===== src/flow_collector.sv =====
`default_nettype none

module flow_collector #(
   parameter int DATA_W  = 16,
   parameter int N_UNITS = 4
) (
   input  logic                      clk,
   input  logic                      rst,
   input  logic [N_UNITS*DATA_W-1:0] unit_out,
   input  logic [N_UNITS-1:0]        unit_done,
   output logic [N_UNITS*DATA_W-1:0] result,
   output logic                      done
);

   always_ff @(posedge clk or posedge rst) begin
      if (rst) begin
         result <= '0;
         done   <= 1'b0;
      end else begin
         result <= unit_out;
         done   <= &unit_done;   // all units finished
      end
   end

endmodule

`default_nettype wire


===== config.mk =====
export PLATFORM = sky130hd
export DESIGN_NAME = flow_collector
export DESIGN_NICKNAME = d
export VERILOG_FILES = /design/src/flow_collector.sv
export SDC_FILE = /design/constraint.sdc
export NUM_CORES = 1
export LEC_CHECK = 0
export BUFFER_PORTS_ARGS = -buffer_cell sky130_fd_sc_hd__buf_2
export CAP_MARGIN = 15
export CORE_MARGIN = 2
export CORE_UTILIZATION = 33
export CTS_CLUSTER_DIAMETER = 200
export DETAILED_ROUTE_END_ITERATION = 10
export GPL_TIMING_DRIVEN = 0
export PLACE_DENSITY_LB_ADDON = 0.08
export SLEW_MARGIN = 20
export SYNTH_ARGS = -nofsm -noshare
export SYNTH_HDL_FRONTEND = slang
export SYNTH_SLANG_ARGS = --single-unit

===== constraint.sdc =====
create_clock -name clk -period 1.7 [get_ports clk]
set_input_delay 0.17 -clock clk [delete_from_list [all_inputs] [get_ports clk]]
set_output_delay 0.17 -clock clk [all_outputs]
set_load 0.005 [all_outputs]

==> results.py <==
metrics = {
    "logic_synthesis": {
        "synth-adder-area-share_pct": 0,
        "synth-xor-area-share_pct": 0,
        "share_of_the_yosys_chip_area_belonging_to_registers_pct": 99.24,
        "portion_of_netlist_area_occupied_by_mux_cells_pct": 0,
        "postSynthCellCount": 67,
        "synth.lib_cells_used.distinct": 3,
        "avgSynthCellArea_um2": 24.46,
        "synth_area_leaders": "dfrtp_1 (99%), and4_1 (0.53%), inv_1 (0.23%)",
        "synth_top_family_by_area": "simple AND/OR/NAND/NOR gates",
        "mappedNetlistArea_um2": 1639,
        "synth.largest_area_cell": "dfrtp_1",
        "synth_compound_gate_area_share_pct": 0,
        "synth.yosys.warnings": 0,
        "postSynthRegisterBits": 65,
        "synth_largest_type_area_fraction_pct": 99.24,
        "mappedNetlistNets": 137,
        "synth-simple-area-share_pct": 0.5344,
    },
    "sta": {
        "timing.final.crit_share_pct": 67.21,
        "slew_violations": 0,
        "fin_crit_ns": 1.143,
        "slew_headroom_pct": 49.82,
        "rsz_0062_raised_after_global_routing": "no",
        "clock.fmax_mhz": 875.2,
        "timing.final.hold_violations": 0,
        "hold_slack_ns": 0.1069,
        "final-setup-viol-count": 0,
        "measured_slew_at_the_worst_slew_check_pin_ns": 0.7511,
        "fin_setup_tns_ns": 0,
    },
    "drt": {
        "num_vias": 1379,
        "total_iterations_of_the_first_detailed_routing_run": 5,
        "drc": 0,
        "detail_route.vias_per_cell": 3.951,
        "antenna_left": 0,
        "dr.first_iter.drc_count": 41,
        "avgRoutedWirePerCell_um": 12.91,
        "routed_wl_um": 4507,
    },
    "floorplanning": {
        "die-width_um": 74.48,
        "core_um2": 4755,
        "row_count": 25,
        "floorplan.initialDensity_pct": 34.47,
        "fp.dieArea_um2": 5547,
        "boundaryPins": 135,
        "die-height_um": 74.48,
    },
    "global_routing": {
        "grt.overflow.total": 0,
        "grt_start_max_net_pins": 35,
        "globalRouteTotalUtil_pct": 16.88,
        "first_global_vias": 1509,
        "grt_antenna_before_repair": 0,
        "grt_pass1_wl_um": 6679,
    },
    "critical_path": {
        "start_kind": "primary input",
        "critPathKind": "primary input to asynchronous set/reset pin",
        "crit_arrival_ns": 1.66,
        "worst_setup_path_end_kind": "asynchronous set/reset pin",
        "required_ns": 2.21,
        "critical_path_peak_fanout": 34,
    },
    "finish": {
        "layout.cells.most_common_list": "buf_2 (134), dfrtp_1 (65), dlygate4sd3_1 (65), clkbuf_8 (11), clkinv_2 (2)",
        "most_frequent_standard_cell_in_the_layout_excluding_fill_and_tap_cells": "buf_2",
        "layout_nets": 348,
        "post_route_cells_drive_above_1_share_pct": 53.19,
        "antenna_cells": 0,
        "layout-area-overhead-vs-synth_pct": 99.08,
        "fill_cells": 359,
    },
    "clock_tree": {
        "cts.path.max_buffers": 2,
        "cts_root_buffer": "clkbuf_8",
        "htree_num_levels": 3,
        "cts_tree": "yes",
        "cts_buffers": 9,
        "tritoncts_num_sinks": 65,
        "clk_pin_slew_ns": 0.06,
    },
    "pwr": {
        "vdd_ir_drop_max_mv": 0.6616,
        "p_total_w": 0.003227,
        "power.density_cell_area_nw_per_um2": 988.8,
        "power.leakage_nw": 1.675,
    },
    "status": {
        "outcome": "finished, final reports clean",
    },
    "placed_design": {
        "place_congestion": 0.6705,
        "portBuffers": 134,
        "dpl.hpwl_um": 2769,
    },
    "min_path": {
        "hold_path_class": "primary input to register",
        "hold_depth": 2,
    },
    "run": {
        "max_cap_viol_count": 0,
    },
}
==> routing by layer <==
| metal | wire length (µm) | vias up | GRT usage, % | part of all wire (%) |
|---|---|---|---|---|
| met5 | 0 | - | 0 | 0 |
| met4 | 110 | 0 | 10.32 | 2.4 |
| met3 | 411 | 12 | 5.285 | 9.1 |
| met2 | 2440 | 86 | 29.89 | 54 |
| met1 | 1545 | 653 | 17.29 | 34 |
| li1 | - | 628 | - | - |
==> flip-flops by register name, indices dropped and copies added, names as in the netlist <==
signal and flops:
done 1, result 64
==> synthesized netlist by cell type, drive strengths merged <==
cell   number
inv         1
and4        1
dfrtp      65
==> logic make-up (layout without fill, tap and decap cells) <==
| group | after synthesis | count (layout) |
|---|---|---|
| buf+inv | 1 | 216 |
| flops | 65 | 65 |
| simple gates | 1 | 1 |
==> path summary, 6_finish.rpt <==
path / from / slack (ns) / end
max: rst / 0.56 / result[14]
max in group clk: result[47] / 0.71 / result[47]
min: unit_done[1] / 0.11 / done
min in group asynchronous: rst / 0.55 / result[16]
==> report_power, final <==
part	total (W)	switching [W]	internal, W
clock network	0.00126	0.000517	0.000745
registers	0.00164	0.0000190	0.00162
logic	0.000322	0.000114	0.000208
total	0.00323	0.000650	0.00258
==> stage by stage <==
| stage | utilization (%) | instances | cell area, µm² | setup slack, ns |
|---|---|---|---|---|
| 2_1_floorplan | - | 67 | 1643 | 0.8299 |
| 3_3_place_gp | 50.42 | 268 | 2397 | 0.4818 |
| 3_5_place_dp | 50.84 | 269 | 2417 | 0.7656 |
| 4_1_cts | 68.63 | 349 | 3263 | 0.5607 |
| 5_1_grt | 68.63 | 349 | 3263 | 0.4234 |
| 6_report | 68.63 | 349 | 3263 | 0.5573 |
==> worst max-delay path, cell delays in order <==
cell           delay (ns)
dlygate4sd3_1        0.54
buf_2                0.14
clkinvlp_4           0.50
buf_12               0.28
==> cell type report <==
cell class	count	area [µm²]	share of cell area (%)
Tap cell	67	83.83	2.569
Clock buffer	12	155.1	4.755
Multi-Input combinational cell	1	8.758	0.2684
Clock inverter	3	40.04	1.227
Timing Repair Buffer	200	1341	41.10
Sequential cell	65	1627	49.85
Inverter	1	7.507	0.2301
==> timing repair <==
action / CTS / global route
hold buffers: 65 / 0
endpoints found under the hold margin: 97 / 0
resized for setup: 0 / 0
setup endpoints to repair: 0 / 0
setup buffers: 0 / 0
No activity file was read; power rests on OpenSTA's default activity.
