--- config.mk ---
export PLATFORM = sky130hd
export DESIGN_NAME = array_feed
export DESIGN_NICKNAME = d
export VERILOG_FILES = /design/src/cgra_pkg.sv /design/src/array_feed.sv
export SDC_FILE = /design/constraint.sdc
export NUM_CORES = 1
export LEC_CHECK = 0
export ABC_AREA = 1
export BUFFER_PORTS_ARGS = -buffer_cell sky130_fd_sc_hd__buf_2
export CORE_MARGIN = 2
export CORE_UTILIZATION = 37
export DETAILED_ROUTE_END_ITERATION = 10
export GPL_TIMING_DRIVEN = 0
export PLACE_DENSITY = 0.67
export SETUP_SLACK_MARGIN = 0.2
export SYNTH_ARGS = -nofsm -noshare
export SYNTH_HDL_FRONTEND = slang
export SYNTH_SLANG_ARGS = --single-unit
--- constraint.sdc ---
create_clock -name clk -period 7 [get_ports clk]
set_input_delay 1.75 -clock clk [delete_from_list [all_inputs] [get_ports clk]]
set_output_delay 1.75 -clock clk [all_outputs]
set_load 0.01 [all_outputs]
--- src/cgra_pkg.sv ---
`default_nettype none

package cgra_pkg;

   // widest data word the accumulator union is built for
   localparam int max_data_w = 16;

   localparam int sel_w    = 2;   // operand select, up to 4 units
   localparam int op_w     = 2;
   localparam int period_w = 4;   // period and delay
   localparam int iter_w   = 6;
   localparam int shift_w  = 4;

   typedef enum logic [op_w-1:0] {
      macc = 2'd0,
      msub = 2'd1
   } opcode_t;

   // config word layout, fields packed from the top bit down:
   // sela, selb, opcode, iterations, period, delay, shift
   localparam int cfg_shift_pos  = 0;
   localparam int cfg_delay_pos  = cfg_shift_pos + shift_w;
   localparam int cfg_period_pos = cfg_delay_pos + period_w;
   localparam int cfg_iter_pos   = cfg_period_pos + period_w;
   localparam int cfg_op_pos     = cfg_iter_pos + iter_w;
   localparam int cfg_selb_pos   = cfg_op_pos + op_w;
   localparam int cfg_sela_pos   = cfg_selb_pos + sel_w;
   localparam int cfg_w          = cfg_sela_pos + sel_w;

   typedef struct packed {
      logic [max_data_w-1:0] hi;
      logic [max_data_w-1:0] lo;
   } acc_halves_t;

   // accumulator, seen whole by the adder and split for the output
   typedef union packed {
      logic [2*max_data_w-1:0] whole;
      acc_halves_t             half;
   } acc_word_t;

endpackage

`default_nettype wire
--- src/array_feed.sv ---
`default_nettype none

module array_feed #(
   parameter int DATA_W  = 16,
   parameter int N_UNITS = 4
) (
   input  logic                                 clk,
   input  logic                                 rst,
   input  logic [N_UNITS*DATA_W-1:0]            op_in,
   input  logic                                 cfg_wr,
   input  logic [cgra_pkg::sel_w-1:0]           cfg_unit,
   input  logic [cgra_pkg::cfg_w-1:0]           cfg_data,
   output logic [N_UNITS*DATA_W-1:0]            flow_bus,
   output logic [N_UNITS*cgra_pkg::cfg_w-1:0]   cfg_words
);
   import cgra_pkg::*;

   // operand words onto the flow bus, one cycle late
   always_ff @(posedge clk or posedge rst) begin
      if (rst) begin
         flow_bus <= '0;
      end else begin
         flow_bus <= op_in;
      end
   end

   // one config register per unit
   // zero iterations after reset keeps every unit idle
   always_ff @(posedge clk or posedge rst) begin
      if (rst) begin
         cfg_words <= '0;
      end else if (cfg_wr) begin
         for (int i = 0; i < N_UNITS; i++) begin
            if (cfg_unit == sel_w'(i)) begin
               cfg_words[i*cfg_w +: cfg_w] <= cfg_data;
            end
         end
      end
   end

endmodule

`default_nettype wire

==> results.toml, run 1 <==
[sta]
hold_ws_ns = 0.466
setup_tns_ns = 0
maxSlewHeadroom = 0.643
finalHoldViolations = 0
skew_ns = 0
fin_crit_sh = 0.389
rsz0062_at_grt = "no"
period_minus_slack_ns = 2.73
setup_viol = 0
max_freq_mhz = 367
worst_slew_pin_slew_ns = 0.535
slew_viol_final = 0

[clocking]
cts-htree-levels = 4
cts_tree = "done"
cts_buffers = 17
clock-root-buffer = "clkbuf_16"
hold_buffers = 0
insertion_delay_ns = 0.41
clk_pin_slew_ns = 0.06
clkSinkCount = 160
cts_buffer_depth = 2
post_cts_buffers = 0
postCtsResizedCells = 0

[die]
num_io_pins = 253
fp.dieW_um = 127
coreArea_mm2 = 0.0150
start_util = 0.374
die_h_um = 127
rows = 45
dieArea_mm2 = 0.0162

[yosys]
synthCells = 493
synthXorXnorAreaFrac = 0
synth_compound_area_frac = 0
synth-seq-cells = 160
syn_avg_cell_area_um2 = 11.4
ys_top_cells_by_area = "dfrtp_1, nand2_1, nand4_1"
yosysTopAreaCell = "dfrtp_1"
synth_most_common_cell = "nand2_1"
synth_top_family_by_area = "simple AND/OR/NAND/NOR gates"
yosysSeqAreaShare = 0.712
yosysWarnings = 0
async_flop_share = 1.00
syn-num-nets = 586
synth_edf_count = 0
synth_top_area_share = 0.712
synth_fa_ha_area_frac = 0
synth_simple_gate_area_frac = 0.240
netlist_area_mm2 = 0.00562
synth.cells.most_frequent = "nand2_1, dfrtp_1, nand4_1"
synth_mux_area_frac = 0
ys_types = 12
ys.flop_type = "dfrtp_1"

[power_and_ir_drop]
power_density_mw_per_mm2 = 301
p_leak_nw = 4.26
ir_worst_vdd_v = 0.000181

[drt]
drt_iter0_drc = 285
viasPerCell = 4.85
drcViolationCount = 0
postRouteAntennaNets = 0
dr.pass1.iters = 4
wirelength_um = 17200
routedWlPerCell_um = 17.9
via_count = 4666

[critical_path]
r2r_slack_ns = 6.36
cp-start-kind = "flop"
cp.required_ns = 5.25
cp_max_fo = 2
worst-path-buf-inv = 1
worstPathCellList = "buf_2"
cp.arrival_ns = 0.98
path_class = "flop to primary output"
slowest_delay_ns = 0.41
end_kind = "primary output"
crit_family = "flip-flops"
crit_slowest_cell = "dfrtp_1"

[place]
gp_congestion = 0.753
place_hpwl_um = 12600
io_buffers = 249

[global_route]
grt_max_degree = 101
grt_pass1_vias = 4743
grtUsageTotal = 0.218
grt_antenna_before_repair = 0
grt_overflow = 0
grt_pass1_wl_um = 26600

[layout]
drive_gt1_frac = 0.419
nNetsFinal = 855
syn_to_final_growth_pct = 36.7
n_antenna_cell = 0

[job]
drv_cap = 0

[run_status]
status = "completed"

[worst_hold_path]
hp-class = "flop to flop"
==> metal layers <==
metal | up-vias | wire, um | global-route usage
li1 | 2180 | - | -
met1 | 2273 | 6900 | 0.263
met2 | 201 | 8730 | 0.372
met3 | 12 | 1410 | 0.0825
met4 | 0 | 166 | 0.0537
met5 | - | 0 | 0
==> metrics by stage <==
step                      instances  utilization  power [mW]  instance area [um^2]  setup WS [ns]
after floorplan                 493            -        1.27                  5620          0.930
after global placement          930        0.473        1.46                  7110         -0.779
after detailed placement        931        0.475        1.47                  7140           4.26
after CTS                       963        0.511        2.33                  7690           4.26
after global routing            963        0.511        2.42                  7690           4.24
final                           963        0.511        2.31                  7690           4.27
==> registers in the layout, summed over array words and instances (netlist names) <==
register	cells
cfg_words	96
flow_bus	64
==> path summary, 6_finish.rpt <==
path                                      startpoint                         to  cells after the start
max                        cfg_words[41]$_DFFE_PP0P_              cfg_words[41]                      1
min                        cfg_words[35]$_DFFE_PP0P_  cfg_words[35]$_DFFE_PP0P_                      2
max reg2reg                cfg_words[89]$_DFFE_PP0P_  cfg_words[89]$_DFFE_PP0P_                      2
min reg2reg                cfg_words[35]$_DFFE_PP0P_  cfg_words[35]$_DFFE_PP0P_                      2
max in group asynchronous                        rst  cfg_words[34]$_DFFE_PP0P_                      3
min in group asynchronous                        rst     flow_bus[61]$_DFF_PP0_                      2
==> cells by family (layout without fill, tap and decap cells) <==
logic type / count (synthesis) / in the layout
AND/OR/NAND/NOR: 293 / 293
flip-flops: 160 / 160
buffers and inverters: 40 / 322
==> placed cells by master (no fill, tap or decap), drive strengths merged <==
| cell | netlist | layout |
|---|---|---|
| dfrtp | 160 | 160 |
| clkinv | 0 | 5 |
| inv | 3 | 8 |
| nand2 | 193 | 193 |
| clkinvlp | 0 | 2 |
| nand3 | 27 | 27 |
| nor2 | 1 | 1 |
| clkbuf | 0 | 20 |
| buf | 37 | 287 |
| nand4 | 72 | 72 |
==> layout make-up <==
class	instances	area, um^2
Timing Repair Buffer	250	1270
Tap cell	188	235
Inverter	3	16.3
Multi-Input combinational cell	293	1350
Clock buffer	20	447
Sequential cell	160	4000
Clock inverter	12	101
Buffer	37	262
Fill cell	1360	7350
==> where the power goes <==
| group | switching [mW] | leakage [nW] | internal (mW) |
|---|---|---|---|
| logic | 0.218 | 2.05 | 0.142 |
| clock network | 0.394 | 0.264 | 0.472 |
| registers | 0.0548 | 1.94 | 1.03 |
| total | 0.667 | 4.26 | 1.64 |
(Power assumes the default switching activity.)
==> inputs of run 2 (changes only) <==
==> constraint.sdc (replaced) <==
create_clock -name clk -period 2.6 [get_ports clk]
set_input_delay 0.65 -clock clk [delete_from_list [all_inputs] [get_ports clk]]
set_output_delay 0.65 -clock clk [all_outputs]
set_load 0.01 [all_outputs]
==> run 2 against run 1 <==
Effect of this change: register-to-register slack worse by 4.4 ns; core utilization is 0.56 points higher; highest routed layer unchanged; first-iteration DRC count decreased by 9.1%; final area up 1.1%; critical path depth did not move; clock skew unchanged.
==> results.toml, run 2 (synthesis gave the netlist of run 1 again) <==
[layout]
final_common_cell = "buf_2"
final_util = 0.517
nNetsFinal = 858
drive_gt1_frac = 0.423
final_cell_mix = "buf_2, nand2_1, dfrtp_1, nand4_1, nand3_1"
reg.largest.list = "cfg_words x96, flow_bus x64"
n_antenna_cell = 0
largest_register = "cfg_words"
syn_to_final_growth_pct = 38.2
fin_area_mm2 = 0.00777
largest_reg_flops = 96

[sta]
worst_slew_pin_slew_ns = 0.538
finalHoldViolations = 0
skew_ns = 0
max_freq_mhz = 616
hold_ws_ns = 0.276
setup_tns_ns = 0
fin_crit_sh = 0.624
setup_viol = 0
maxSlewHeadroom = 0.640
rsz0062_at_grt = "no"
slew_viol_final = 0
period_minus_slack_ns = 1.62

[clocking]
cts-htree-levels = 4
clk_pin_slew_ns = 0.06
post_cts_buffers = 0
hold_buffers = 0
insertion_delay_ns = 0.41
postCtsResizedCells = 0
clkSinkCount = 160
cts_buffers = 17
cts_tree = "done"
cts_buffer_depth = 2
clock-root-buffer = "clkbuf_16"

[drt]
wirelength_um = 16400
drt_iter0_drc = 259
viasPerCell = 4.78
via_count = 4604
dr.pass1.iters = 4
drcViolationCount = 0
routedWlPerCell_um = 17.0
postRouteAntennaNets = 0

[place]
place_hpwl_um = 12200
gp_congestion = 0.768
placed_area_mm2 = 0.00720
io_buffers = 249

[die]
dieArea_mm2 = 0.0162
fp.dieW_um = 127
rows = 45
start_util = 0.374
num_io_pins = 253
die_h_um = 127
coreArea_mm2 = 0.0150

[power_and_ir_drop]
clock_power_share = 0.385
p_leak_nw = 4.30
ir_worst_vdd_v = 0.000433
power.total_mw = 6.34
comb_power_share = 0.155
switching_share = 0.274
pwr-share-seq = 0.460
power_density_mw_per_mm2 = 816
p_int_mw = 4.60
switchingPower_mw = 1.74

[critical_path]
slowest_delay_ns = 0.40
crit_family = "flip-flops"
end_kind = "primary output"
cp-start-kind = "flop"
crit_slowest_cell = "dfrtp_1"
worst-path-buf-inv = 1
worstPathCellList = "buf_2"
cp_max_fo = 2
cp.arrival_ns = 0.97
cp.required_ns = 1.95
path_class = "flop to primary output"

[global_route]
grt_overflow = 0
grt_pass1_wl_um = 25100
grtUsageTotal = 0.209
grt_antenna_before_repair = 0
grt_pass1_vias = 4513
grtUsageMet3 = 0.0720
grtUsageMet2 = 0.338
grt_max_degree = 42
grt.busiest_layer = "met2"
grt_use_met1 = 0.262

[run_status]
status = "completed"

[worst_hold_path]
hp-class = "input port to async pin"

[job]
drv_cap = 0
==> run 2: cell types whose count changed in the layout (fill, tap and decap cells not counted) <==
cell,delta
buf_12,+3
clkinv_4,-3
bufinv_16,+2
clkbuf_1,-2
clkinv_2,+2
clkinvlp_4,+1
inv_6,-1
inv_8,-1
==> run 2: worst paths after layout <==
| kind | startpoint | endpoint | slack [ns] | cells after the start |
|---|---|---|---|---|
| max | cfg_words[85]$_DFFE_PP0P_ | cfg_words[85] | 0.98 | 1 |
| min | rst | flow_bus[37]$_DFF_PP0_ | 0.28 | 2 |
| max reg2reg | cfg_words[85]$_DFFE_PP0P_ | cfg_words[85]$_DFFE_PP0P_ | 1.95 | 2 |
| min reg2reg | cfg_words[34]$_DFFE_PP0P_ | cfg_words[34]$_DFFE_PP0P_ | 0.47 | 2 |
| max in group asynchronous | rst | cfg_words[87]$_DFFE_PP0P_ | 1.55 | 4 |
| min in group clk | op_in[39] | flow_bus[39]$_DFF_PP0_ | 0.33 | 1 |
==> run 2: power groups by stage <==
| stage | clock (mW) | combinational (mW) | sequential, mW |
|---|---|---|---|
| 6_report | 2.44 | 0.986 | 2.92 |
| 5_1_grt | 2.60 | 1.10 | 2.95 |
| 4_1_cts | 2.49 | 1.01 | 2.92 |
| 3_5_place_dp | 0 | 1.00 | 2.96 |
| 3_3_place_gp | 0 | 0.973 | 2.95 |
| 2_1_floorplan | 0 | 0.322 | 3.10 |
==> run 2: area by class of cell <==
type / instances / area (um^2)
tap: 188 / 235
inverter: 3 / 15.0
multi-input combinational: 293 / 1350
sequential: 160 / 4000
timing repair buffer: 253 / 1330
clock buffer: 18 / 439
fill: 1400 / 7260
clock inverter: 12 / 134
buffer: 37 / 262
==> run 2: worst register-to-register path: cells and delay by family, from the launching register on <==
family | cells | cell delay [ns]
DFF | 1 | 0.40
and+or+nand+nor | 2 | 0.13
==> run 2: per-layer routing <==
| layer | vias to the layer above | share of wire |
|---|---|---|
| met2 | 196 | 0.49 |
| met1 | 2196 | 0.41 |
| met4 | 0 | 0.018 |
| met5 | - | 0 |
| met3 | 23 | 0.081 |
| li1 | 2189 | - |
==> run 2: stage by stage <==
step,setup WS (ns),cells
after floorplan,-0.0788,493
after global placement,-1.04,930
after detailed placement,1.01,934
after CTS,0.952,964
after global routing,0.938,964
final,0.978,964
