`src/cgra_pkg.sv`:
```
`default_nettype none

package cgra_pkg;

   // widest data word the accumulator union is built for
   localparam int max_data_w = 16;

   localparam int sel_w    = 2;   // operand select, up to 4 units
   localparam int op_w     = 2;
   localparam int period_w = 4;   // period and delay
   localparam int iter_w   = 6;
   localparam int shift_w  = 4;

   typedef enum logic [op_w-1:0] {
      macc = 2'd0,
      msub = 2'd1
   } opcode_t;

   // config word layout, fields packed from the top bit down:
   // sela, selb, opcode, iterations, period, delay, shift
   localparam int cfg_shift_pos  = 0;
   localparam int cfg_delay_pos  = cfg_shift_pos + shift_w;
   localparam int cfg_period_pos = cfg_delay_pos + period_w;
   localparam int cfg_iter_pos   = cfg_period_pos + period_w;
   localparam int cfg_op_pos     = cfg_iter_pos + iter_w;
   localparam int cfg_selb_pos   = cfg_op_pos + op_w;
   localparam int cfg_sela_pos   = cfg_selb_pos + sel_w;
   localparam int cfg_w          = cfg_sela_pos + sel_w;

   typedef struct packed {
      logic [max_data_w-1:0] hi;
      logic [max_data_w-1:0] lo;
   } acc_halves_t;

   // accumulator, seen whole by the adder and split for the output
   typedef union packed {
      logic [2*max_data_w-1:0] whole;
      acc_halves_t             half;
   } acc_word_t;

endpackage

`default_nettype wire
```
`src/muladd_unit.sv`:
```
`default_nettype none

module muladd_unit #(
   parameter int DATA_W  = 16,
   parameter int N_UNITS = 4
) (
   input  logic                       clk,
   input  logic                       rst,
   input  logic                       start,
   input  logic [N_UNITS*DATA_W-1:0]  flow_bus,
   input  logic [cgra_pkg::cfg_w-1:0] cfg,
   output logic [DATA_W-1:0]          unit_out,
   output logic                       unit_done
);
   import cgra_pkg::*;

   logic [sel_w-1:0]           sela;
   logic [sel_w-1:0]           selb;
   opcode_t                    opcode;
   logic [iter_w-1:0]          iterations;
   logic [period_w-1:0]        period;
   logic [period_w-1:0]        delay;
   logic [shift_w-1:0]         shift;

   logic signed [DATA_W-1:0]   op_a;
   logic signed [DATA_W-1:0]   op_b;
   logic signed [2*DATA_W-1:0] product;
   logic [2*max_data_w-1:0]    prod_sh;

   logic                       active;
   logic                       first;
   logic                       cnt_done;
   logic [1:0]                 act_d;    // lines up with the product
   logic [1:0]                 first_d;
   logic [2:0]                 done_d;

   acc_word_t                  acc;
   logic [2*max_data_w-1:0]    acc_next;

   // config fields
   assign sela       = cfg[cfg_sela_pos +: sel_w];
   assign selb       = cfg[cfg_selb_pos +: sel_w];
   assign opcode     = opcode_t'(cfg[cfg_op_pos +: op_w]);
   assign iterations = cfg[cfg_iter_pos +: iter_w];
   assign period     = cfg[cfg_period_pos +: period_w];
   assign delay      = cfg[cfg_delay_pos +: period_w];
   assign shift      = cfg[cfg_shift_pos +: shift_w];

   // operand muxes, selects past the last unit read zero
   always_comb begin
      op_a = '0;
      op_b = '0;
      for (int i = 0; i < N_UNITS; i++) begin
         if (sela == sel_w'(i)) begin
            op_a = flow_bus[i*DATA_W +: DATA_W];
         end
         if (selb == sel_w'(i)) begin
            op_b = flow_bus[i*DATA_W +: DATA_W];
         end
      end
   end

   pace_counter u_pace (
      .clk        (clk),
      .rst        (rst),
      .start      (start),
      .iterations (iterations),
      .period     (period),
      .delay      (delay),
      .active     (active),
      .first      (first),
      .done       (cnt_done)
   );

   mul_pipe #(
      .DATA_W (DATA_W)
   ) u_mul (
      .clk     (clk),
      .rst     (rst),
      .op_a    (op_a),
      .op_b    (op_b),
      .product (product)
   );

   assign prod_sh = product << shift;

   always_comb begin
      case (opcode)
         macc:    acc_next = first_d[1] ? prod_sh : acc.whole + prod_sh;
         msub:    acc_next = first_d[1] ? prod_sh : acc.whole - prod_sh;
         default: acc_next = acc.whole + prod_sh;   // never reloads
      endcase
   end

   // control delay lines
   always_ff @(posedge clk or posedge rst) begin
      if (rst) begin
         act_d   <= '0;
         first_d <= '0;
         done_d  <= '0;
      end else begin
         act_d   <= {act_d[0], active};
         first_d <= {first_d[0], first};
         if (start) begin
            done_d <= '0;   // drop done right away on restart
         end else begin
            done_d <= {done_d[1:0], cnt_done};
         end
      end
   end

   always_ff @(posedge clk or posedge rst) begin
      if (rst) begin
         acc.whole <= '0;
      end else if (act_d[1]) begin
         acc.whole <= acc_next;
      end
   end

   assign unit_out  = acc.half.hi;
   assign unit_done = done_d[2];

endmodule

`default_nettype wire

```
`src/mul_pipe.sv`:
```
`default_nettype none

module mul_pipe #(
   parameter int DATA_W = 16
) (
   input  logic                       clk,
   input  logic                       rst,
   input  logic signed [DATA_W-1:0]   op_a,
   input  logic signed [DATA_W-1:0]   op_b,
   output logic signed [2*DATA_W-1:0] product
);

   logic signed [DATA_W-1:0] a_r;
   logic signed [DATA_W-1:0] b_r;

   // input regs then output reg to match the DSP pipeline
   always_ff @(posedge clk or posedge rst) begin
      if (rst) begin
         a_r     <= '0;
         b_r     <= '0;
         product <= '0;
      end else begin
         a_r     <= op_a;
         b_r     <= op_b;
         product <= (2*DATA_W)'(a_r) * (2*DATA_W)'(b_r);   // full signed product
      end
   end

endmodule

`default_nettype wire

```
`src/pace_counter.sv`:
```
`default_nettype none

module pace_counter (
   input  logic                          clk,
   input  logic                          rst,
   input  logic                          start,
   input  logic [cgra_pkg::iter_w-1:0]   iterations,
   input  logic [cgra_pkg::period_w-1:0] period,
   input  logic [cgra_pkg::period_w-1:0] delay,
   output logic                          active,
   output logic                          first,
   output logic                          done
);
   import cgra_pkg::*;

   localparam logic [1:0] s_idle = 2'd0;
   localparam logic [1:0] s_wait = 2'd1;
   localparam logic [1:0] s_run  = 2'd2;
   localparam logic [1:0] s_fin  = 2'd3;

   logic [1:0]          state;
   logic [period_w-1:0] dcnt;   // delay countdown
   logic [period_w-1:0] pidx;   // position inside the period
   logic [iter_w-1:0]   icnt;   // finished periods
   logic                empty;

   // nothing to run, only the delay is honoured
   assign empty = (iterations == '0) || (period == '0);

   always_ff @(posedge clk or posedge rst) begin
      if (rst) begin
         state <= s_idle;
         dcnt  <= '0;
         pidx  <= '0;
         icnt  <= '0;
      end else if (start) begin
         pidx <= '0;
         icnt <= '0;
         if (delay != '0) begin
            state <= s_wait;
            dcnt  <= delay - period_w'(1);
         end else if (empty) begin
            state <= s_fin;
         end else begin
            state <= s_run;
         end
      end else begin
         case (state)
            s_wait: begin
               if (dcnt == '0) begin
                  state <= empty ? s_fin : s_run;
               end else begin
                  dcnt <= dcnt - period_w'(1);
               end
            end
            s_run: begin
               if (pidx == period - period_w'(1)) begin
                  pidx <= '0;
                  if (icnt == iterations - iter_w'(1)) begin
                     state <= s_fin;   // last active cycle
                  end else begin
                     icnt <= icnt + iter_w'(1);
                  end
               end else begin
                  pidx <= pidx + period_w'(1);
               end
            end
            default: begin
               // idle and finished wait for start
            end
         endcase
      end
   end

   assign active = (state == s_run);
   assign first  = active && (pidx == '0);   // accumulator reload point
   assign done   = (state == s_fin);

endmodule

`default_nettype wire

```
`config.mk`:
```
export PLATFORM = sky130hd
export DESIGN_NAME = muladd_unit
export DESIGN_NICKNAME = d
export VERILOG_FILES = /design/src/cgra_pkg.sv /design/src/muladd_unit.sv /design/src/mul_pipe.sv /design/src/pace_counter.sv
export SDC_FILE = /design/constraint.sdc
export NUM_CORES = 1
export LEC_CHECK = 0
export ABC_AREA = 0
export BUFFER_PORTS_ARGS = -buffer_cell sky130_fd_sc_hd__buf_4
export CORE_MARGIN = 1.5
export CORE_UTILIZATION = 50
export CTS_CLUSTER_SIZE = 20
export DETAILED_ROUTE_END_ITERATION = 8
export HOLD_SLACK_MARGIN = 0.1
export PLACE_DENSITY_LB_ADDON = 0.15
export SLEW_MARGIN = 20
export SYNTH_ARGS = -nofsm -noshare
export SYNTH_HDL_FRONTEND = slang
export SYNTH_SLANG_ARGS = --single-unit
```
`constraint.sdc`:
```
create_clock -name clk -period 5.5 [get_ports clk]
set_input_delay 1.1 -clock clk [delete_from_list [all_inputs] [get_ports clk]]
set_output_delay 1.1 -clock clk [all_outputs]
set_load 0.005 [all_outputs]
```
==> metrics.md <==
| Metric | Value |
|---|---|
| Die span in x | 203 um |
| CP arrival | 6210 ps |
| Detailed Route WL | 52.6 mm |
| Setup tns final | -1870 ps |
| Hold_buf cts | 0 |
| Gr usage total | 26.4% |
| Most frequent cells after synthesis | inv_1 (370), fa_1 (264), nand2_1 (183) |
| Max_cap viols | 0 |
| Syn Area/Cell | 9.22 um^2 |
| Final Setup Violations | 12 |
| DP Worst Slack | -586 ps |
| Hold WC Path Type | flip-flop to flip-flop |
| Total Die Area | 41100 um^2 |
| Final max-slew violation count | 0 |
| I/O pin total | 108 |
| Vias | 16000 |
| Warnings from Yosys | 0 |
| Post-Route Skew | 14.8 ps |
| #FFs+latches synth | 119 |
| WHS | 348 ps |
| Port Buf Inserts | 107 |
| Crit path max fanout | 4 |
| CTS H-tree lvls | 4 |
| Post-synthesis cell count | 2167 |
| Worst path bufs/invs | 6 |
| Number of antenna violations at the first check in global routing | 0 |
| Share of cells above drive strength 1 | 21.7% |
| Fill cells | 3449 |
| Height of the die | 203 um |
| EDFF count, synth | 0 |
| Clock Sinks | 119 |
| Relative slew slack | 35.8% |
| Clock Latency Late Sink | 450 ps |
| Synth-to-Final Area Change | 17.5% |
| Post-layout min period | 5850 ps |
| Row count | 73 |
| Nets@finish | 2868 |
| Routability Congestion | 0.930 |
| Clock buffer depth | 2 |
| Status | finished, violations left |
| Critical path's top delay family | adder cells |
| First DRT Iteration DRCs | 891 |
| Post-synth ARST share | 100% |
| Violations in the final reports | setup timing |
| Multi-input gate area | 15500 um^2 |
| Most frequent cell after synthesis | inv_1 |
| First drt pass iteration count | 6 |
| RSZ-0062 raised after global routing | yes |
| Register area share after synthesis | 14.9% |
| Largest net degree at the start of global routing | 59 |
| Maximum clock frequency | 171 MHz |
| Synth Net Count | 2674 |
| Slew @ Worst Pin | 951 ps |
| Reg clk slew, reported paths | 60 ps |
| CP max stage cell | fa_1 |
| Core area | 39500 um^2 |
| Antenna diodes | 0 |
| WP data required | 5860 ps |
| Final worst path period share | 106% |
| Area contributors post-synth | fa_1 (26%), dfrtp_1 (15%), ha_1 (9.5%), inv_1 (7.0%), mux4_2 (6.7%) |
| Setup ws final | -350 ps |
| Drt wl/cell | 18.2 um |
| Synth top area share | 26.5% |
| Final Hold Viols | 0 |
| First-pass GRT wire length | 86.3 mm |
| CP cell instances | buf_12 > and2_4 > fa_1 > inv_1 > fa_1 > fa_1 > inv_2 > fa_1 > fa_1 > inv_1 > fa_1 > inv_2 > ha_4 > a21o_1 > a21o_1 > a21oi_2 > o21ai_2 > and2_4 > a2111oi_4 > buf_4 > o31ai_4 > a31o_1 > a21oi_2 > xnor2_1 |
| TritonCTS clock tree | built |
| Post-Synthesis Cell Area | 20000 um^2 |
| Critical path's most frequent cell | fa_1 |
| Antenna Nets Post-Route | 0 |
| Leading area contributor after synthesis | fa_1 |
| Hpwl dp | 42.5 mm |
| Seq. cell area | 3000 um^2 |
| WS Path Type | flip-flop to flip-flop |
| Vias in the first global route | 16800 |
| Ys flop type | dfrtp_1 |
| CTS buffer count | 17 |
| Final core occ | 59.3% |
| Initial Util | 50.5% |
| Crit-path max cell delay | 530 ps |
| Residual DRC | 0 |
| Via density | 5.53 |
| CP Capture Type | flip-flop |
| Grt total ovfl | 0 |
| Worst setup SP type | flip-flop |
| Root buf cell | clkbuf_16 |
| Yosys cell types | 86 |
==> cells in the final DEF (no fill, tap or decap), drive strengths merged, types with 17 or more instances in the layout <==
cell    instances
mux2i          25
nand2b         17
buf           292
xnor2          81
o21ai          56
fa            264
nor2          129
clkbuf         17
xor2           21
a21o           28
o21a           17
nand2         183
a31oi          17
o21bai         19
dfrtp         119
mux4           59
a21oi         118
inv           383
nor3           28
ha            152
and2          126
nand3          21
==> stage by stage <==
step / instances / area, um^2
2_1_floorplan: 2167 / 20200
3_3_place_gp: 2842 / 22200
3_5_place_dp: 2842 / 22200
4_1_cts: 2895 / 23400
5_1_grt: 2899 / 23500
6_report: 2899 / 23500
==> state kept, by name (all words and copies together), names as in the netlist, 3 cells and up <==
register       cells
done_d             3
u_mul.b_r         16
u_pace.dcnt        4
u_mul.product     32
u_pace.pidx        4
acc               32
u_mul.a_r         16
u_pace.icnt        6
==> worst paths after layout <==
path | start | to | slack (ps) | cells after the start
setup / recovery | u_mul.b_r[4]$_DFF_PP0_ | u_mul.product[31]$_DFF_PP0_ | -350 | 24
hold / removal | first_d[0]$_DFF_PP0_ | first_d[1]$_DFF_PP0_ | 350 | 0
setup reg to reg | u_mul.b_r[4]$_DFF_PP0_ | u_mul.product[31]$_DFF_PP0_ | -350 | 24
hold reg to reg | first_d[0]$_DFF_PP0_ | first_d[1]$_DFF_PP0_ | 350 | 0
max in group asynchronous | rst | u_mul.product[1]$_DFF_PP0_ | 3710 | 3
min in group asynchronous | rst | u_pace.dcnt[0]$_DFFE_PP0P_ | 670 | 2
==> cells by family after synthesis <==
group	count (synthesis)	share of synthesized area, %
compound gates	371	12.3
xor+xnor	102	4.47
fa+ha+maj	416	36.0
buf+inv	491	9.70
flops	119	14.9
mux	99	8.75
simple gates	569	13.9
==> routing by layer <==
metal	global-route usage (%)	routed length (um)
met1	33.7	22200
met2	45.9	26300
met3	4.06	2570
met4	8.81	1590
met5	0	0
==> worst register-to-register path, delay by kind of cell, from the launching register on <==
kind / cells / cell delay [ps]
adders and majority gates: 7 / 3190
AOI/OAI and AO/OA: 8 / 1240
and+or+nand+nor: 2 / 270
DFF: 1 / 430
buffers and inverters: 6 / 510
xor gates and xnor gates: 1 / 120
==> what timing repair did <==
item | in CTS | in global routing
setup buffers | 21 | 4
gates resized for setup | 91 | 19
pin swaps | 36 | 12
endpoints found under the hold margin | 0 | 0
setup endpoints to repair | 16 | 18
==> area by class of cell <==
| cell class | count | share of cell area [%] |
|---|---|---|
| multi-input cells | 1557 | 66.1 |
| flip-flops and latches | 119 | 12.8 |
| repair buffers | 292 | 9.71 |
| inverters | 374 | 5.99 |
| well taps | 525 | 2.80 |
| clock buffers | 17 | 1.81 |
| clock inverters | 15 | 0.763 |
Power is left out: the tool's default activity adds up to more than one toggle a clock period on the data nets, which glitch-free logic cannot reach.
